`src/ros2_app_pkg.sv`:
```
// ******************************
// ROS2 application constants, buffer
// sizes and published message layout
// ******************************

package ros2_app_pkg;

    // Application message buffer
    localparam int MAX_APP_DATA_LEN = 32;
    localparam int APP_ADDR_W       = 5;

    // Published string message, CDR string with 4-byte length
    localparam logic [7:0] PUB_STR_LEN      = 8'd22;
    localparam logic [7:0] PUB_APP_DATA_LEN = PUB_STR_LEN + 8'd4;

    // Rolling digit range, '0' to '9'
    localparam logic [7:0] DIGIT_FIRST = 8'd48;
    localparam logic [7:0] DIGIT_LAST  = 8'd57;

    // Fixed text, first character sits in the top byte of the literal
    localparam int PUB_TEXT_LEN = 20;
    localparam logic [PUB_TEXT_LEN*8-1:0] PUB_TEXT = "Message From FPGA - ";

    // Byte offsets inside the published message
    localparam int PUB_TEXT_OFS  = 4;
    localparam int PUB_DIGIT_OFS = PUB_TEXT_OFS + PUB_TEXT_LEN;

    // IP payload memory word width
    localparam int PAYLOAD_DWIDTH = 8;

endpackage
```
`src/sub_msg_store.sv`:
```
// ******************************
// Subscriber message store with
// LED nibble and message counter
// ******************************

`timescale 1ns/1ps

module sub_msg_store (
    input  logic                              clk_int,
    input  logic                              rst_n,
    input  logic [ros2_app_pkg::APP_ADDR_W-1:0] addr,
    input  logic                              ce,
    input  logic                              we,
    input  logic [7:0]                        wdata,
    input  logic                              recv,
    input  logic [ros2_app_pkg::APP_ADDR_W-1:0] rd_addr,
    output logic [7:0]                        rd_data,
    output logic [3:0]                        led,
    output logic [7:0]                        msg_count
);

    import ros2_app_pkg::*;

    logic [7:0] msg_mem [0:MAX_APP_DATA_LEN-1];
    logic       wr_en;

    assign wr_en = ce && we;

    always_ff @(posedge clk_int) begin
        if (wr_en) begin
            msg_mem[addr] <= wdata;
        end
        rd_data <= msg_mem[rd_addr];
    end

    // Shadow of byte 0 low nibble for the LEDs
    always_ff @(posedge clk_int or negedge rst_n) begin
        if (!rst_n) begin
            led <= 4'h0;
        end else if (wr_en && addr == '0) begin
            led <= wdata[3:0];
        end
    end

    always_ff @(posedge clk_int or negedge rst_n) begin
        if (!rst_n) begin
            msg_count <= 8'd0;
        end else if (recv) begin
            msg_count <= msg_count + 8'd1;
        end
    end

    // Engine finishes its writes before flagging the message
    a_ce_recv_excl: assert property (
        @(posedge clk_int) disable iff (!rst_n)
        !(ce && recv)
    ) else $error("sub ce and recv high together");

endmodule

```
`config.mk`:
```
export PLATFORM = sky130hd
export DESIGN_NAME = sub_msg_store
export DESIGN_NICKNAME = d
export VERILOG_FILES = /design/src/ros2_app_pkg.sv /design/src/sub_msg_store.sv
export SDC_FILE = /design/constraint.sdc
export NUM_CORES = 1
export LEC_CHECK = 0
export BUFFER_PORTS_ARGS = -buffer_cell sky130_fd_sc_hd__buf_2
export CAP_MARGIN = 20
export CORE_MARGIN = 2
export CORE_UTILIZATION = 57
export DETAILED_ROUTE_END_ITERATION = 6
export PLACE_DENSITY = 0.74
export SETUP_SLACK_MARGIN = 0.3
export SLEW_MARGIN = 25
export SYNTH_ARGS = -nofsm -noshare
export SYNTH_HDL_FRONTEND = slang
export SYNTH_SLANG_ARGS = --single-unit
```
`constraint.sdc`:
```
create_clock -name clk_int -period 4.8 [get_ports clk_int]
set_clock_uncertainty 0.2 [all_clocks]
set_input_delay 0.96 -clock clk_int [delete_from_list [all_inputs] [get_ports clk_int]]
set_output_delay 0.96 -clock clk_int [all_outputs]
set_load 0.01 [all_outputs]
```
==> metrics.cfg <==
[synthesis]
synth-simple-area-share = 0.0251
synth_fp_nets = 478
ys_warn_count = 0
synth_top_family_by_area = multiplexers
synth_compound_area_frac = 0
synthAdderAreaFrac = 0.00119
synthCells = 454
synth_area_sq_mm = 0.0106
synth_mux_area_frac = 0.185
ys_types = 25
yosys-top-cells-area = edfxtp_1 73%, mux4_2 17%, dfrtp_1 2.8%, dfxtp_1 1.5%, mux2_2 1.4%
synth-xor-area-share = 0.00581
netlist.area_leader.share = 0.728
seq_area_frac_synth = 0.772
synth_area_per_cell_sq_um = 23.2
yosys.area.top_type = edfxtp_1
ys_seq_elements = 276

[clock_tree]
cts_setup_buffers = 0
clockRootBuffer = clkbuf_16
htreeDepth = 1
cts_buffers = 27
clk_pin_slew_worst_paths_ns = 0.06
clk_latency_ns = 0.54
hold_buffers = 0
cts_tree = built
cts_sinks = 276
max-clock-path-buffers = 3
cts-resized-gates = 0

[place]
dpl_cell_area_sq_mm = 0.0110
numPortBuffers = 42
gp_congestion = 0.790
hpwlAfterDp_mm = 12.6

[floorplanning]
start_util = 0.583
die_y_microns = 140
dieArea_sq_mm = 0.0196
coreArea_sq_mm = 0.0181
rows = 49
ios = 43
fp.dieW_microns = 140

[grt]
globalRouteTotalUtil = 0.223
grt_pass1_wl_mm = 31.8
first_global_vias = 5015
grt_max_degree = 34
overflow = 0
antenna_found_initial = 0

[routing]
wire_per_inst_microns = 27.9
first_iter_violations = 566
drt_pass1_iterations = 7
drtAntennaViolNets = 0
drc = 0
routed_via_density = 6.38
vias = 4833
routed_wl_mm = 21.1

[timing]
setup_violations = 0
tns_ns = 0
slew_viol_final = 0
finalCritPeriodShare = 0.608
fin_crit_ns = 2.92
rsz0062_at_grt = false
final_hold_viol_count = 0
tightest_slew_ns = 1.09
slew_headroom = 0.270
holdWs_ns = 0.0888
fmax_mhz = 342

[power]
vdd_drop_max_uv = 294
power_per_cell_area_mw_per_mm2 = 436
total_leakage_power_nw = 3.85

[setup_path]
crit_type = in -> reg
cp-start-kind = input port
crit_arrival_ns = 3.14
cp.required_ns = 5.02
crit_fanout = 24
cp-end-kind = register

[layout]
design_area_sq_mm = 0.0119
areaGrowthSynthToFinish_pct = 12.7
regArea_sq_mm = 0.00815
final_nets = 532
final_common_cell = edfxtp_1
drive_gt1_frac = 0.354
n_antenna_cell = 0
layout_common_cells = 256 x edfxtp_1, 80 x mux4_2, 41 x buf_2
multiInputGateArea_sq_mm = 0.00229
fill_cells = 1127

[hold_path]
hold_path_class = in -> async

[flow_run]
timing.max_cap.violations = 0

[run_status]
outcome = finished clean

critical path, stage by stage:
cell,delay (ns)
buf_4,0.39
buf_4,0.40
mux4_2,0.55
mux4_2,0.51
mux2_2,0.30
area by class of cell:
class / count / share of cell area
clock buffers: 34 / 0.0607
clock inverters: 15 / 0.0147
inverters: 1 / 0.000316
multi-input cells: 155 / 0.193
flip-flops and latches: 276 / 0.685
well taps: 229 / 0.0241
repair buffers: 47 / 0.0221
cells in the mapped netlist:
cell type,n
nand4b_1,2
nand3_1,1
nand2_1,2
ha_1,1
mux2_2,13
mux4_2,80
or2_2,1
and3_1,1
nand4_1,6
inv_1,1
buf_6,1
edfxtp_1,256
dfrtp_1,12
nor2_1,34
dfxtp_1,8
clkbuf_1,7
or3b_2,2
nand4bb_1,1
nand3b_1,3
or3_1,1
buf_2,1
buf_1,7
buf_4,6
xnor2_1,4
xor2_1,3
path summary, 6_finish.rpt:
check / start / end / slack [ns] / cells after the start
setup / recovery: rd_addr[1] / rd_data[3] / 1.88 / 5
hold / removal: rst_n / led[0] / 0.09 / 1
setup reg to reg: msg_mem[22][0] / rd_data[0] / 2.75 / 3
hold reg to reg: msg_count[7] / msg_count[7] / 0.27 / 1
max in group asynchronous: rst_n / msg_count[5] / 4.09 / 1
min in group clk_int: msg_count[7] / msg_count[7] / 0.27 / 1
kinds of logic (layout without fill, tap and decap cells):
group | Yosys count | after routing
xor+xnor | 7 | 7
fa+ha+maj | 1 | 1
buf+inv | 23 | 97
flops | 276 | 276
mux | 93 | 93
simple gates | 54 | 54
per-layer routing:
layer  global-route usage  wire [microns]  up-vias
li1                     -               -     2014
met1                0.314            8400     2518
met2                0.353           10200      257
met3               0.0571            1940       44
met4               0.0691             595        0
met5                    0               0        -
registers in the layout, indices dropped and copies added, names as in the netlist:
name and count:
msg_mem 256, msg_count 8, rd_data 8, led 4
stage by stage:
step | util | setup WS, ns | power [mW] | cells
2_1_floorplan | - | 1.84 | 2.96 | 454
3_3_place_gp | 0.607 | 1.32 | 3.09 | 707
3_5_place_dp | 0.607 | 1.30 | 3.11 | 707
4_1_cts | 0.657 | 1.83 | 5.22 | 756
5_1_grt | 0.658 | 1.74 | 5.34 | 757
6_report | 0.658 | 1.88 | 5.19 | 757
power by group:
group	total, mW	switching [mW]	internal, mW
clock	2.14	0.862	1.28
sequential	2.73	0.0495	2.68
combinational	0.319	0.169	0.149
Power figures use the tool's default switching activity.
