## src/ros2_app_pkg.sv

```systemverilog
// ******************************
// ROS2 application constants, buffer
// sizes and published message layout
// ******************************

package ros2_app_pkg;

    // Application message buffer
    localparam int MAX_APP_DATA_LEN = 32;
    localparam int APP_ADDR_W       = 5;

    // Published string message, CDR string with 4-byte length
    localparam logic [7:0] PUB_STR_LEN      = 8'd22;
    localparam logic [7:0] PUB_APP_DATA_LEN = PUB_STR_LEN + 8'd4;

    // Rolling digit range, '0' to '9'
    localparam logic [7:0] DIGIT_FIRST = 8'd48;
    localparam logic [7:0] DIGIT_LAST  = 8'd57;

    // Fixed text, first character sits in the top byte of the literal
    localparam int PUB_TEXT_LEN = 20;
    localparam logic [PUB_TEXT_LEN*8-1:0] PUB_TEXT = "Message From FPGA - ";

    // Byte offsets inside the published message
    localparam int PUB_TEXT_OFS  = 4;
    localparam int PUB_DIGIT_OFS = PUB_TEXT_OFS + PUB_TEXT_LEN;

    // IP payload memory word width
    localparam int PAYLOAD_DWIDTH = 8;

endpackage
```

## src/pub_msg_gen.sv

```systemverilog
// ******************************
// Publisher message source, paces
// requests and runs req/grant/rel
// ******************************

`timescale 1ns/1ps

module pub_msg_gen #(
    parameter int unsigned MSG_INTERVAL = 2**27
) (
    input  logic                                      clk_int,
    input  logic                                      rst_n,
    input  logic                                      grant,
    output logic                                      req,
    output logic                                      rel,
    output logic [ros2_app_pkg::MAX_APP_DATA_LEN*8-1:0] app_data,
    output logic [7:0]                                app_data_len
);

    import ros2_app_pkg::*;

    localparam int CNT_W = $clog2(MSG_INTERVAL + 1);

    logic [CNT_W-1:0] interval_cnt;
    logic [7:0]       digit;

    always_ff @(posedge clk_int or negedge rst_n) begin
        if (!rst_n) begin
            interval_cnt <= '0;
            req          <= 1'b0;
            rel          <= 1'b0;
            digit        <= DIGIT_FIRST;
        end else begin
            rel <= 1'b0;
            if (req) begin
                // Waiting on the engine, counter parked at zero
                interval_cnt <= '0;
                if (grant) begin
                    req   <= 1'b0;
                    rel   <= 1'b1;
                    digit <= (digit == DIGIT_LAST) ? DIGIT_FIRST : digit + 8'd1;
                end
            end else if (interval_cnt == CNT_W'(MSG_INTERVAL - 1)) begin
                interval_cnt <= '0;
                req          <= 1'b1;
            end else begin
                interval_cnt <= interval_cnt + 1'b1;
            end
        end
    end

    // Message image: length word, text, digit, zero fill
    always_comb begin
        app_data = '0;
        app_data[7:0] = PUB_STR_LEN;
        for (int i = 0; i < PUB_TEXT_LEN; i++) begin
            app_data[(PUB_TEXT_OFS + i)*8 +: 8] = PUB_TEXT[(PUB_TEXT_LEN - 1 - i)*8 +: 8];
        end
        app_data[PUB_DIGIT_OFS*8 +: 8] = digit;
    end

    assign app_data_len = PUB_APP_DATA_LEN;

    // Engine must see req held until it grants
    a_req_held: assert property (
        @(posedge clk_int) disable iff (!rst_n)
        req && !grant |=> req
    ) else $error("pub req dropped before grant");

    a_rel_single: assert property (
        @(posedge clk_int) disable iff (!rst_n)
        rel |=> !rel
    ) else $error("pub rel longer than one cycle");

    // Buffer contents frozen while the engine may be copying them
    a_data_stable: assert property (
        @(posedge clk_int) disable iff (!rst_n)
        req && !grant |=> $stable(app_data)
    ) else $error("pub app_data changed while req high");

endmodule

```

## config.mk

```make
export PLATFORM = sky130hd
export DESIGN_NAME = pub_msg_gen
export DESIGN_NICKNAME = d
export VERILOG_FILES = /design/src/ros2_app_pkg.sv /design/src/pub_msg_gen.sv
export SDC_FILE = /design/constraint.sdc
export NUM_CORES = 1
export LEC_CHECK = 0
export BUFFER_PORTS_ARGS = -buffer_cell sky130_fd_sc_hd__buf_4
export CAP_MARGIN = 20
export CORE_MARGIN = 4
export CORE_UTILIZATION = 40
export DETAILED_ROUTE_END_ITERATION = 7
export PLACE_DENSITY = 0.88
export SKIP_LAST_GASP = 1
export SYNTH_ARGS = -nofsm -noshare
export SYNTH_HDL_FRONTEND = slang
export SYNTH_SLANG_ARGS = --single-unit
```

## constraint.sdc

```tcl
create_clock -name clk_int -period 2.36 [get_ports clk_int]
set_input_delay 0.236 -clock clk_int [delete_from_list [all_inputs] [get_ports clk_int]]
set_output_delay 0.236 -clock clk_int [all_outputs]
set_load 0.1 [all_outputs]
```

==> impl_metrics.toml, run 1 <==
[power_and_ir_drop]
powerDensity_nw_per_um2 = 897.2
combPwrFrac_pct = 59.9
internal-power_w = 0.0009694
netSwitchingFraction_pct = 67.55
leakagePower_nw = 1.750
ir_drop_mv = 0.4644
power.switching_w = 0.002018
seq_power_share_pct = 21.8
pwr-share-clk_pct = 18.3

[detailed_routing]
via_per_inst = 3.710
drt_iter0_drc = 90
first_pass_iters = 4
route.vias.total = 2211
final_antenna_net_count = 0
wl_microns = 5981
post-route-drc-count = 0
routedWlPerCell_microns = 10.04

[place]
io_buffers = 12
hpwlAfterDp_microns = 4713
place_congestion = 0.7636
placed_cell_area_sq_um = 3209

[timing]
fin_skew_ns = 0.005388
max_freq_mhz = 512.7
slew_viol_final = 0
hold_violations = 0
rsz0062_at_grt = "false"
min_period_ns = 1.951
timing.final.crit_share_pct = 82.65
setup_viol = 0
tns_ns = 0

[clock_tree]
cts_buffers = 5
clk_pin_slew_worst_paths_ns = 0.08
clock_sinks = 38
cts_tree = "built"
cts-root-buf = "clkbuf_8"
clock_latency_ns = 0.29
htreeDepth = 2
post_cts_resized = 0
postCtsSetupBuffers = 0
cts_buffer_depth = 2

[final_layout]
fillers = 944
multi_input_area_sq_um = 1947
antennaDiodeCount = 0
final_nets = 472
drive_above_1_share_pct = 7.709
mostFrequentLayoutCells = "conb_1 (256), dfrtp_1 (36), nor3_1 (17)"
seq_area_sq_um = 953.4
area_growth_pct = -15.47
mostFrequentLayoutCell = "conb_1"
fin_area_sq_um = 3329

[global_routing]
antenna_found_initial = 0
grt_max_degree = 39
grt.total_usage_pct = 8.806
grt_pass1_wl_microns = 8342
grt-ovfl-total = 0
grt_pass1_vias = 1725

[synthesis]
synthTopCellsByArea = "buf_4 (49%), dfrtp_1 (23%), xnor2_1 (2.4%)"
synth_top_area_share_pct = 48.79
ys_types = 43
ys.flop_type = "dfrtp_1"
yosysTopAreaCell = "buf_4"
synthArstFlopShare_pct = 100.0
synth.avg_cell_area_sq_um = 8.676
synth_area_sq_um = 3939
seq_area_frac_synth_pct = 24.21
synth_edf_count = 0
yosysWarnings = 0
netlist_instances = 454
synth-seq-cells = 38

[floorplanning]
num_rows = 35
die_h_microns = 107.2
design.die.area_sq_um = 11500
start_util_pct = 41.83
io_pins = 269
die_x_microns = 107.2
coreArea_sq_um = 9415

[critical_path]
max_stage_delay_ns = 0.39
cp-start-kind = "flip-flop"
cp_max_fo = 24
crit_path_top_delay_cell = "dfrtp_1"
worstSetupPathType = "reg2reg"
crit_chain = "ha_1 -> nand4_4 -> or2_4 -> nor4b_4 -> buf_12 -> mux2_2"
endpoint_kind = "flip-flop"
crit_family = "simple AND/OR/NAND/NOR gates"
worstPathArrival_ns = 2.18
crit_buf_inv = 1
cp.required_ns = 2.59

[outcome]
outcome = "complete, no violations"

[hold_path]
hold_path.class = "in2reg"

[run]
drv_cap = 0
==> kinds of logic (layout without fill, tap and decap cells) <==
logic type / after synthesis / in the layout / synth area share, %
AND/OR/NAND/NOR: 89 / 89 / 13.95
AO/OA/AOI/OAI: 33 / 33 / 6.036
adder cells (fa/ha/maj): 3 / 3 / 0.9531
buffers and inverters: 271 / 30 / 50.57
multiplexers: 2 / 2 / 0.5400
XOR/XNOR: 16 / 16 / 3.558
other: 2 / 256 / 0.1907
flip-flops: 38 / 38 / 24.21
==> metrics by stage <==
| step | util [%] | hold slack [ns] | total power (W) | cells | setup WS (ns) |
|---|---|---|---|---|---|
| after floorplan | - | -0.05959 | 0.002755 | 708 | 0.4040 |
| final | 35.36 | 0.2528 | 0.002987 | 596 | 0.4094 |
| after CTS | 35.36 | 0.2452 | 0.002990 | 596 | 0.4140 |
| after detailed placement | 34.09 | 0.2288 | 0.002437 | 587 | 0.4088 |
| after global placement | 34.09 | 0.2258 | 0.002436 | 587 | 0.4935 |
| after global routing | 35.36 | 0.2597 | 0.003053 | 596 | 0.3407 |
==> power groups by stage <==
| stage | logic [W] | registers (W) | clock network [W] |
|---|---|---|---|
| finish | 0.00179 | 0.000651 | 0.000548 |
| global route | 0.00181 | 0.000651 | 0.000588 |
| CTS | 0.00177 | 0.000651 | 0.000565 |
| detailed placement | 0.00177 | 0.000663 | 0 |
| global placement | 0.00177 | 0.000663 | 0 |
| floorplan | 0.00209 | 0.000664 | 0 |
==> path summary, 6_finish.rpt <==
kind                            cells after the start             from               to  slack, ns
worst min register to register                      1  interval_cnt[0]  interval_cnt[0]       0.49
max in group asynchronous                           2            rst_n         digit[5]       1.58
worst max-delay path                                6  interval_cnt[0]              req       0.41
worst max register to register                      6  interval_cnt[0]              req       0.41
worst min-delay path                                3            grant              req       0.25
min in group asynchronous                           2            rst_n  interval_cnt[0]       0.44
==> state kept, by name, summed over array words and instances (netlist names) <==
name          cells
digit             8
interval_cnt     28
rel               1
req               1
==> worst register-to-register path, stage by stage (launching register included) <==
cell and delay (ns):
dfrtp_1 0.39, ha_1 0.28, nand4_4 0.17, or2_4 0.33
nor4b_4 0.35, buf_12 0.21, mux2_2 0.16
==> cell usage after synthesis, drive strengths merged, types with 5 or more instances <==
master	number
buf	262
dfrtp	36
nor3	17
nand4	14
nand2	12
nand3	12
xnor2	11
a211oi	8
a21oi	6
inv	6
o21ai	6
and3	5
nor2	5
o31ai	5
or3	5
or4	5
xor2	5
==> layout make-up <==
class	count	area share, %
multi-input combinational	399	58.47
clock buffer	6	2.180
timing repair buffer	16	4.059
sequential	38	28.64
clock inverter	2	1.127
tap	129	4.848
inverter	6	0.6764
==> metal layers <==
| layer | global-route usage (%) | vias to the layer above | share of wire [%] |
|---|---|---|---|
| li1 | - | 1025 | - |
| met1 | 10.05 | 1018 | 33 |
| met2 | 15.82 | 163 | 53 |
| met3 | 1.927 | 5 | 13 |
| met4 | 3.562 | 0 | 1.2 |
| met5 | 0 | - | 0 |
==> timing repair <==
item / 4_1_cts / 5_1_grt
endpoints found under the hold margin: 36 / 0
setup endpoints to repair: 0 / 0
hold buffers: 1 / 0
Power figures use the tool's default switching activity.
==> inputs of run 2 (changes only) <==
==> constraint.sdc (replaced) <==
create_clock -name clk_int -period 2 [get_ports clk_int]
set_input_delay 0.2 -clock clk_int [delete_from_list [all_inputs] [get_ports clk_int]]
set_output_delay 0.2 -clock clk_int [all_outputs]
set_load 0.1 [all_outputs]
==> run 2 against run 1 <==
- non-clock buffer count grew 8
- register-to-register slack got worse by 0.32 ns
- largest power group unchanged
- maximum frequency is 1.9% higher
- clock-buffer cell count unchanged
- critical endpoint is now interval_cnt[18]
- largest cell class unchanged
- hold slack worse by 0.033 ns
- sequential cell count is the same
- sequential share of layout area fell by 0.40 points
- die area unchanged
- clock skew down 0.00096 ns
==> impl_metrics.toml, run 2 (synthesis gave the netlist of run 1 again) <==
[final_layout]
mostFrequentLayoutCell = "conb_1"
area_growth_pct = -14.26
fillers = 972
mostFrequentLayoutCells = "conb_1 (256), dfrtp_1 (36), buf_4 (22)"
largest_reg_flops = 28
final_cells = 604
drive_above_1_share_pct = 9.684
antennaDiodeCount = 0
reg_top3 = "interval_cnt (28), digit (8)"
multi_input_area_sq_um = 1949
final_nets = 480
seq_area_sq_um = 953.4
largest-register = "interval_cnt"
fin_area_sq_um = 3377

[detailed_routing]
final_antenna_net_count = 0
wl_microns = 6066
drt_iter0_drc = 109
via_per_inst = 3.775
route.vias.total = 2280
post-route-drc-count = 0
routedWlPerCell_microns = 10.04
first_pass_iters = 4

[critical_path]
cp_max_fo = 11
worstSetupPathType = "reg2reg"
cp.required_ns = 2.21
endpoint = "interval_cnt[18]"
worstRegToRegCells = 5
crit_chain = "ha_2 -> nand4_4 -> or2_4 -> or4_4 -> a211oi_2"
crit_cells = 5
crit_path_top_delay_cell = "or4_4"
max_stage_delay_ns = 0.50
crit_family = "simple AND/OR/NAND/NOR gates"
r2r-start = "interval_cnt[0]"
cp-start-kind = "flip-flop"
startpoint = "interval_cnt[0]"
worstPathArrival_ns = 2.12
rrSetupSlack_ns = 0.09
endpoint_kind = "flip-flop"
rr_endpoint = "interval_cnt[18]"
crit_buf_inv = 0

[timing]
setup_viol = 0
rsz0062_at_grt = "false"
worst_slack_ns = 0.08538
fin_skew_ns = 0.004423
tns_ns = 0
min_period_ns = 1.915
slew_viol_final = 0
max_freq_mhz = 522.3
timing.final.crit_share_pct = 95.73
hold_violations = 0

[global_routing]
grt_pass1_wl_microns = 8369
grt-ovfl-total = 0
grt_max_degree = 39
grt.total_usage_pct = 8.802
antenna_found_initial = 0
grt_pass1_vias = 1874

[hold_path]
hold_path.class = "in2reg"
whs_path_depth = 3

[clock_tree]
clock_latency_ns = 0.29
clk_pin_slew_worst_paths_ns = 0.08
cts-root-buf = "clkbuf_8"
cts_buffer_depth = 2
clock_sinks = 38
htreeDepth = 2
cts_tree = "built"
cts_buffers = 5

[floorplanning]
num_rows = 35
coreArea_sq_um = 9415
die_x_microns = 107.2
start_util_pct = 41.83
die_h_microns = 107.2
io_pins = 269
design.die.area_sq_um = 11500

[outcome]
outcome = "complete, no violations"

[place]
pre_cts_ws_ns = 0.08483
place_congestion = 0.8358
hpwlAfterDp_microns = 4836
io_buffers = 12
placed_cell_area_sq_um = 3269
dpl.cell_count = 595

[power_and_ir_drop]
ir_drop_mv = 0.5328
leakagePower_nw = 1.784
powerDensity_nw_per_um2 = 1015

[run]
drv_cap = 0
-- run 2: cell types whose count changed in the layout (fill, tap and decap cells not counted) --
cell and delta:
ha_2 +1, buf_4 +8, ha_1 -1, clkbuf_8 +1
bufinv_16 -1, clkinv_2 +1, clkbuf_1 -1
-- run 2: final cells by class --
class | instances | share of cell area (%)
clock inverter | 2 | 0.3705
tap | 129 | 4.780
timing repair buffer | 24 | 5.780
multi-input combinational | 399 | 57.73
sequential | 38 | 28.23
inverter | 6 | 0.6669
clock buffer | 6 | 2.445
-- run 2: tightest hold or removal path, delay by kind of cell --
kind     cells  cell delay [ns]
buf+inv      2             0.15
mux          1             0.13
-- run 2: what timing repair did --
item | in CTS | in global routing
resized for setup | 0 | 1
hold buffers | 1 | 0
buffers inserted | 0 | 0
hold endpoints to repair | 36 | 0
endpoints found under the setup margin | 0 | 4
-- run 2: worst min-delay path by stage --
stage	from	to	slack [ns]
2_1_floorplan	rst_n	digit[0]	-0.1
5_1_grt	grant	req	0.23
4_1_cts	grant	req	0.21
3_5_place_dp	rst_n	interval_cnt[5]	0.19
3_3_place_gp	rst_n	interval_cnt[5]	0.19
6_report	grant	req	0.22
-- run 2: stage by stage --
step                utilization (%)  hold WS (ns)  total power [W]
CTS                           35.84        0.2145         0.003424
global route                  35.87        0.2299         0.003501
finish                        35.87        0.2203         0.003427
floorplan                         -      -0.09559         0.003251
detailed placement            34.72        0.1919         0.002875
global placement              34.72        0.1888         0.002875
-- run 2: power breakdown --
group / switching [W] / leakage, nW / total [W] / internal [W]
Combinational: 0.00211 / 1.23 / 0.00211 / 0.00000396
Clock: 0.000271 / 0.0472 / 0.000548 / 0.000277
Sequential: 0 / 0.504 / 0.000768 / 0.000768
-- run 2: metal layers --
metal  vias up  share of wire [%]  GRT usage [%]
met5         -                  0              0
met4         0               0.92          3.105
met3         6                 12          1.927
met2       164                 56          17.47
met1      1061                 31          8.840
li1       1049                  -              -
